[config.mk]
export PLATFORM = sky130hd
export DESIGN_NAME = port_a_arbiter_flat
export DESIGN_NICKNAME = d
export VERILOG_FILES = /design/src/logic/pkt_buffer_pkg.sv /design/src/logic/ram_port_a_if.sv /design/src/logic/port_a_arbiter.sv /design/src/flat_wrapper.sv
export SDC_FILE = /design/constraint.sdc
export NUM_CORES = 1
export LEC_CHECK = 0
export BUFFER_PORTS_ARGS = -buffer_cell sky130_fd_sc_hd__buf_2
export CORE_AREA = 4 4 141 143
export DETAILED_ROUTE_END_ITERATION = 6
export DIE_AREA = 0 0 145 147
export PLACE_DENSITY_LB_ADDON = 0.1
export REMOVE_ABC_BUFFERS = 1
export SYNTH_ARGS = -nofsm -noshare
export SYNTH_HDL_FRONTEND = slang
export SYNTH_SLANG_ARGS = --single-unit
[constraint.sdc]
create_clock -name clk -period 1.7 [get_ports clk]
set_input_delay 0.085 -clock clk [delete_from_list [all_inputs] [get_ports clk]]
set_output_delay 0.085 -clock clk [all_outputs]
set_load 0.005 [all_outputs]
[src/logic/pkt_buffer_pkg.sv]
package pkt_buffer_pkg;

    //////////////////////////////////////////////////////////////////////
    // widths
    //////////////////////////////////////////////////////////////////////

    localparam int DATA_W         = 64;
    localparam int KEEP_W         = DATA_W / 8;  // one bit per byte
    localparam int RANK_W         = 32;
    localparam int ADDR_W_DEFAULT = 8;           // 256 entries

    //////////////////////////////////////////////////////////////////////
    // entry types
    //////////////////////////////////////////////////////////////////////

    // packet buffer word, last on top
    typedef struct packed {
        logic              last;
        logic [KEEP_W-1:0] keep;
        logic [DATA_W-1:0] data;
    } pkt_entry_t;

    // scheduling rank carried with the packet
    typedef logic [RANK_W-1:0] rank_entry_t;

    //////////////////////////////////////////////////////////////////////
    // cpu request target
    //////////////////////////////////////////////////////////////////////

    typedef enum logic {
        TARGET_PKT  = 1'b0,
        TARGET_RANK = 1'b1
    } cpu_target_e;

endpackage

[src/logic/ram_port_a_if.sv]
`timescale 1ns/10ps

// shared read/write port of one buffer
interface ram_port_a_if #(
    parameter type entry_t = logic,
    parameter int  ADDR_W  = pkt_buffer_pkg::ADDR_W_DEFAULT
);

    logic              en;
    logic              we;     // write when high, else read
    logic [ADDR_W-1:0] addr;
    entry_t            wdata;
    entry_t            rdata;  // one cycle after en, read-first

    modport arbiter (
        output en, we, addr, wdata,
        input  rdata
    );

    modport memory (
        input  en, we, addr, wdata,
        output rdata
    );

endinterface

[src/logic/port_a_arbiter.sv]
`timescale 1ns/10ps

module port_a_arbiter #(
    parameter int ADDR_W = pkt_buffer_pkg::ADDR_W_DEFAULT
) (
    input  logic                        clk,
    input  logic                        rstn,

    // datapath write, always has priority
    input  logic                        dp_wr_en,
    input  logic [ADDR_W-1:0]           dp_wr_addr,
    input  pkt_buffer_pkg::pkt_entry_t  dp_wr_pkt,
    input  pkt_buffer_pkg::rank_entry_t dp_wr_rank,

    // cpu request
    input  logic                        cpu_req_valid,
    input  logic                        cpu_req_write,
    input  pkt_buffer_pkg::cpu_target_e cpu_req_target,
    input  logic [ADDR_W-1:0]           cpu_req_addr,
    input  pkt_buffer_pkg::pkt_entry_t  cpu_wr_pkt,
    input  pkt_buffer_pkg::rank_entry_t cpu_wr_rank,
    output logic                        cpu_req_ready,

    // cpu response
    output logic                        cpu_resp_valid,
    output logic                        cpu_resp_write,
    output pkt_buffer_pkg::pkt_entry_t  cpu_rd_pkt,
    output pkt_buffer_pkg::rank_entry_t cpu_rd_rank,

    ram_port_a_if.arbiter               pkt_a,
    ram_port_a_if.arbiter               rank_a
);

    typedef enum logic {
        ST_IDLE         = 1'b0,
        ST_WAIT_DP_IDLE = 1'b1
    } state_t;

    state_t state;
    state_t state_next;

    // deferred request
    logic                        def_load;
    logic                        def_write;
    pkt_buffer_pkg::cpu_target_e def_target;
    logic [ADDR_W-1:0]           def_addr;
    pkt_buffer_pkg::pkt_entry_t  def_pkt;
    pkt_buffer_pkg::rank_entry_t def_rank;

    // cpu access issued on port a this cycle
    logic                        cpu_go;
    logic                        go_write;
    pkt_buffer_pkg::cpu_target_e go_target;
    logic [ADDR_W-1:0]           go_addr;
    pkt_buffer_pkg::pkt_entry_t  go_pkt;
    pkt_buffer_pkg::rank_entry_t go_rank;

    // response pipeline
    logic                        s1_valid;
    logic                        s1_write;
    pkt_buffer_pkg::cpu_target_e s1_target;
    logic                        s2_valid;
    logic                        s2_write;

    assign cpu_req_ready = (state == ST_IDLE);

    //////////////////////////////////////////////////////////////////////
    // deferral fsm
    //////////////////////////////////////////////////////////////////////

    always_comb
    begin
        state_next = state;
        def_load   = 1'b0;
        cpu_go     = 1'b0;
        go_write   = cpu_req_write;
        go_target  = cpu_req_target;
        go_addr    = cpu_req_addr;
        go_pkt     = cpu_wr_pkt;
        go_rank    = cpu_wr_rank;

        case (state)
            ST_IDLE:
            begin
                if (cpu_req_valid)
                begin
                    if (dp_wr_en)
                    begin
                        def_load   = 1'b1;  // port a busy, park it
                        state_next = ST_WAIT_DP_IDLE;
                    end
                    else
                    begin
                        cpu_go = 1'b1;
                    end
                end
            end
            ST_WAIT_DP_IDLE:
            begin
                go_write  = def_write;
                go_target = def_target;
                go_addr   = def_addr;
                go_pkt    = def_pkt;
                go_rank   = def_rank;
                if (!dp_wr_en)
                begin
                    cpu_go     = 1'b1;
                    state_next = ST_IDLE;
                end
            end
            default:
            begin
                state_next = ST_IDLE;
            end
        endcase
    end

    // port a mux, datapath by default
    always_comb
    begin
        pkt_a.en     = dp_wr_en;
        pkt_a.we     = dp_wr_en;
        pkt_a.addr   = dp_wr_addr;
        pkt_a.wdata  = dp_wr_pkt;
        rank_a.en    = dp_wr_en;
        rank_a.we    = dp_wr_en;
        rank_a.addr  = dp_wr_addr;
        rank_a.wdata = dp_wr_rank;

        if (cpu_go)
        begin
            if (go_target == pkt_buffer_pkg::TARGET_PKT)
            begin
                pkt_a.en    = 1'b1;
                pkt_a.we    = go_write;
                pkt_a.addr  = go_addr;
                pkt_a.wdata = go_pkt;
            end
            else
            begin
                rank_a.en    = 1'b1;
                rank_a.we    = go_write;
                rank_a.addr  = go_addr;
                rank_a.wdata = go_rank;
            end
        end
    end

    always_ff @(posedge clk)
    begin
        if (!rstn)
        begin
            state <= ST_IDLE;
        end
        else
        begin
            state <= state_next;
        end
    end

    always_ff @(posedge clk)
    begin
        if (def_load)
        begin
            def_write  <= cpu_req_write;
            def_target <= cpu_req_target;
            def_addr   <= cpu_req_addr;
            def_pkt    <= cpu_wr_pkt;
            def_rank   <= cpu_wr_rank;
        end
    end

    //////////////////////////////////////////////////////////////////////
    // response pipeline and read data registers
    //////////////////////////////////////////////////////////////////////

    always_ff @(posedge clk)
    begin
        if (!rstn)
        begin
            s1_valid    <= 1'b0;
            s1_write    <= 1'b0;
            s1_target   <= pkt_buffer_pkg::TARGET_PKT;
            s2_valid    <= 1'b0;
            s2_write    <= 1'b0;
            cpu_rd_pkt  <= '0;
            cpu_rd_rank <= '0;
        end
        else
        begin
            s1_valid  <= cpu_go;
            s1_write  <= go_write;
            s1_target <= go_target;
            s2_valid  <= s1_valid;
            s2_write  <= s1_write;

            // rdata is valid in stage 1
            if (s1_valid && !s1_write)
            begin
                if (s1_target == pkt_buffer_pkg::TARGET_PKT)
                begin
                    cpu_rd_pkt <= pkt_a.rdata;
                end
                else
                begin
                    cpu_rd_rank <= rank_a.rdata;
                end
            end
        end
    end

    assign cpu_resp_valid = s2_valid;
    assign cpu_resp_write = s2_write;

endmodule

[src/flat_wrapper.sv]
// flat-port wrapper written by rule: the top's interface ports become plain ports
module port_a_arbiter_flat 
#(
    parameter int ADDR_W = pkt_buffer_pkg::ADDR_W_DEFAULT
)
  (clk, rstn, dp_wr_en, dp_wr_addr, dp_wr_pkt, dp_wr_rank, cpu_req_valid, cpu_req_write, cpu_req_target, cpu_req_addr, cpu_wr_pkt, cpu_wr_rank, cpu_req_ready, cpu_resp_valid, cpu_resp_write, cpu_rd_pkt, cpu_rd_rank, pkt_a_en, pkt_a_we, pkt_a_addr, pkt_a_wdata, pkt_a_rdata, rank_a_en, rank_a_we, rank_a_addr, rank_a_wdata, rank_a_rdata);
  ram_port_a_if #(.ADDR_W(ADDR_W)) pkt_a_i ();
  ram_port_a_if #(.ADDR_W(ADDR_W)) rank_a_i ();
  input  logic clk;
  input  logic rstn;
  input  logic dp_wr_en;
  input  logic [ADDR_W-1:0] dp_wr_addr;
  input  pkt_buffer_pkg::pkt_entry_t dp_wr_pkt;
  input  pkt_buffer_pkg::rank_entry_t dp_wr_rank;
  input  logic cpu_req_valid;
  input  logic cpu_req_write;
  input  pkt_buffer_pkg::cpu_target_e cpu_req_target;
  input  logic [ADDR_W-1:0] cpu_req_addr;
  input  pkt_buffer_pkg::pkt_entry_t cpu_wr_pkt;
  input  pkt_buffer_pkg::rank_entry_t cpu_wr_rank;
  output logic cpu_req_ready;
  output logic cpu_resp_valid;
  output logic cpu_resp_write;
  output pkt_buffer_pkg::pkt_entry_t cpu_rd_pkt;
  output pkt_buffer_pkg::rank_entry_t cpu_rd_rank;
  output wire logic [$bits(pkt_a_i.en)-1:0] pkt_a_en;
  output wire logic [$bits(pkt_a_i.we)-1:0] pkt_a_we;
  output wire logic [$bits(pkt_a_i.addr)-1:0] pkt_a_addr;
  output wire logic [$bits(pkt_a_i.wdata)-1:0] pkt_a_wdata;
  input wire logic [$bits(pkt_a_i.rdata)-1:0] pkt_a_rdata;
  output wire logic [$bits(rank_a_i.en)-1:0] rank_a_en;
  output wire logic [$bits(rank_a_i.we)-1:0] rank_a_we;
  output wire logic [$bits(rank_a_i.addr)-1:0] rank_a_addr;
  output wire logic [$bits(rank_a_i.wdata)-1:0] rank_a_wdata;
  input wire logic [$bits(rank_a_i.rdata)-1:0] rank_a_rdata;
  assign pkt_a_en = pkt_a_i.en;
  assign pkt_a_we = pkt_a_i.we;
  assign pkt_a_addr = pkt_a_i.addr;
  assign pkt_a_wdata = pkt_a_i.wdata;
  assign pkt_a_i.rdata = pkt_a_rdata;
  assign rank_a_en = rank_a_i.en;
  assign rank_a_we = rank_a_i.we;
  assign rank_a_addr = rank_a_i.addr;
  assign rank_a_wdata = rank_a_i.wdata;
  assign rank_a_i.rdata = rank_a_rdata;
  port_a_arbiter #(.ADDR_W(ADDR_W)) u_core (.clk(clk), .rstn(rstn), .dp_wr_en(dp_wr_en), .dp_wr_addr(dp_wr_addr), .dp_wr_pkt(dp_wr_pkt), .dp_wr_rank(dp_wr_rank), .cpu_req_valid(cpu_req_valid), .cpu_req_write(cpu_req_write), .cpu_req_target(cpu_req_target), .cpu_req_addr(cpu_req_addr), .cpu_wr_pkt(cpu_wr_pkt), .cpu_wr_rank(cpu_wr_rank), .cpu_req_ready(cpu_req_ready), .cpu_resp_valid(cpu_resp_valid), .cpu_resp_write(cpu_resp_write), .cpu_rd_pkt(cpu_rd_pkt), .cpu_rd_rank(cpu_rd_rank), .pkt_a(pkt_a_i), .rank_a(rank_a_i));
endmodule
==> results.md <==
- Outcome: finished, final reports clean
- Async SR Flop Fraction: 0%
- Worst hold slack: 0.0171 ns
- Setup TNS: 0 ns
- DR iter-0 viols: 24
- Startpoint type of the worst setup path: register
- Ranking of synthesized cells by area: buf_4, edfxtp_1, mux2_2
- Via/cell ratio: 2.42
- Dominant synthesized flop cell: edfxtp_1
- Post-route ant nets: 0
- Sequential share of the synthesized area: 28.1%
- CTS tree: done
- Yosys top cell area share: 41.8%
- Kind of critical path: reg2out
- RSZ-0062 raised after global routing: true
- Post-Syn Instances: 184
- Core area: 18600 um2
- Critical path's slowest cell: dfxtp_4
- First-pass GRT wire length: 7800 um
- Vias: 1178
- Drt drc: 0
- Worst Slack Setup Final: 0.0145 ns
- Die height: 147 um
- Worst hold path class: in2reg
- Post-DP Area: 2060 um2
- Max-cap violations: 0
- Worst setup EP type: output port
- Crit-path max cell delay: 0.38 ns
- Vias in the first global route: 1175
- Port bufs: 54
- Register area: 524 um2
- Clk root buf: clkbuf_16
- Net count reported at finish: 488
- Crit-path cells: nor2b_4, o21ai_4, buf_12, mux2_4, buf_6
- Max-slew violation count: 0
- Post-synth EDFFs: 12
- Layout area overhead: 33.2%
- Crit path arrival time: 1.60 ns
- Clk sinks: 20
- Longest Clk Path Bufs: 2
- Syn avg cell area: 10.1 um2
- IO Count: 364
- Initial antenna violation count: 0
- Cell area after synthesis: 1850 um2
- Worst skew pair latency: 0.26 ns
- Die ar.: 21300 um2
- DP HPWL: 4180 um
- Design Power: 1.50 mW
- Die Wd: 145 um
- WL/cell: 11.3 um
- Layout fillers: 2111
- Worst VDD drop: 0.282 mV
- Clock transition at path regs: 0.07 ns
- Area of the multi-input gates: 1000 um2
- Final WL: 5510 um
- P_leak: 1.18 nW
- Cts bufs inserted: 3
- Post-Place Worst Slack: 0.0832 ns
- Power Density: 606 nW/um2
- H-tree depth: 1
- Design Area, Final: 2470 um2
- CP required: 1.62 ns
- GRT Resource Usage Total: 4.97%
- Min cycle time layout: 1.69 ns
- Endpoints failing setup: 0
- Library cells used by synthesis: 24
- Initial Util: 9.97%
- Final Hold Viols: 0
- Synth warn: 0
- RD Place Congestion: 0.616
- Layout cell share with drive strength beyond 1: 39.9%
- Fmax: 0.593 GHz
- Area leader, netlist: buf_4
- Yosys reg bits: 20
- Tcrit/Tclk final: 99.1%
- Antenna diodes: 0
- Worst Path Max Fanout: 6
- Pin count of the biggest net entering global routing: 13
- Worst Skew: 0.00271 ns
- Overflow after GRT: 0
- TritonRoute pass-1 iters: 4
- Row cnt: 50
## cells in the mapped netlist, types with 2 or more instances
master and count:
buf_6 2, edfxtp_1 12, dfxtp_1 8, nand2_1 3, inv_1 3, nor2_1 2, nor2b_1 4, o21ai_0 2
and2_1 2, buf_4 103, mux2i_1 3, mux2_2 28
## sequential cells by signal, summed over array words and instances, names as in the netlist
name / count
u_core.def_addr: 8
u_core.def_write: 1
u_core.state: 1
u_core.s1_target: 1
u_core.s1_valid: 1
u_core.s1_write: 1
u_core.cpu_resp_valid: 1
u_core.def_pkt: 1
u_core.cpu_rd_pkt: 1
u_core.def_target: 1
u_core.cpu_rd_rank: 1
u_core.cpu_resp_write: 1
u_core.def_rank: 1
## critical path: cells and delay by family (launching register included)
kind,cells,cell delay [ns]
buffers and inverters,2,0.29
muxes,1,0.31
DFF,1,0.38
and+or+nand+nor,1,0.14
AOI/OAI and AO/OA,1,0.21
## area by class of cell
| cell class | instances | share of cell area (%) |
|---|---|---|
| Multi-Input combinational cell | 157 | 40.5 |
| Tap cell | 234 | 11.9 |
| Sequential cell | 20 | 21.2 |
| Inverter | 3 | 0.456 |
| Timing Repair Buffer | 69 | 22.7 |
| Clock buffer | 4 | 3.19 |
## stage by stage
| step | cells | util [%] |
|---|---|---|
| after CTS | 488 | 13.0 |
| after global placement | 474 | 11.1 |
| final | 487 | 13.3 |
| after detailed placement | 474 | 11.1 |
| after global routing | 487 | 13.3 |
| after floorplan | 180 | - |
## metal layers
metal / vias up / part of all wire (%) / global-route usage (%)
met4: 0 / 0.62 / 0.998
met2: 98 / 45 / 7.89
li1: 541 / - / -
met3: 2 / 11 / 2.04
met1: 537 / 43 / 6.40
met5: - / 0 / 0
## power by group
group | internal, mW | switching, mW
clock | 0.322 | 0.227
combinational | 0.210 | 0.192
sequential | 0.535 | 0.0102
total | 1.07 | 0.429
## what timing repair did
item / 4_1_cts / 5_1_grt
gates resized for setup: 33 / 18
hold buffers: 7 / 0
pin swaps: 2 / 4
endpoints found under the setup margin: 19 / 19
gates cloned: 1 / 0
hold endpoints to repair: 7 / 0
setup buffers: 2 / 1
## path summary, 6_finish.rpt
check | startpoint | end | slack [ns] | cells past startpoint
hold / removal | cpu_req_addr[7] | u_core.def_addr[7] | 0.02 | 1
setup reg to reg | u_core.state | u_core.def_rank[0] | 0.35 | 4
hold reg to reg | u_core.s1_write | u_core.cpu_resp_write | 0.49 | 1
setup / recovery | u_core.state | pkt_a_wdata | 0.01 | 5
## cell families after synthesis
group           Yosys count  share of synthesized area, %
mux                      31                          18.6
compound gates            6                          2.50
simple gates             17                          6.22
buf+inv                 109                          44.3
flops                    20                          28.1
other cells               1                         0.203
## cell usage in the layout, fill, tap and decap left out, types with 4 or more instances in the layout
master / Yosys / routed
conb_1: 1 / 103
mux2_4: 0 / 20
buf_6: 2 / 18
mux2_2: 28 / 8
edfxtp_1: 12 / 12
dlygate4sd3_1: 0 / 7
buf_2: 0 / 37
dfxtp_1: 8 / 7
buf_12: 0 / 4
(Power assumes the default switching activity.)
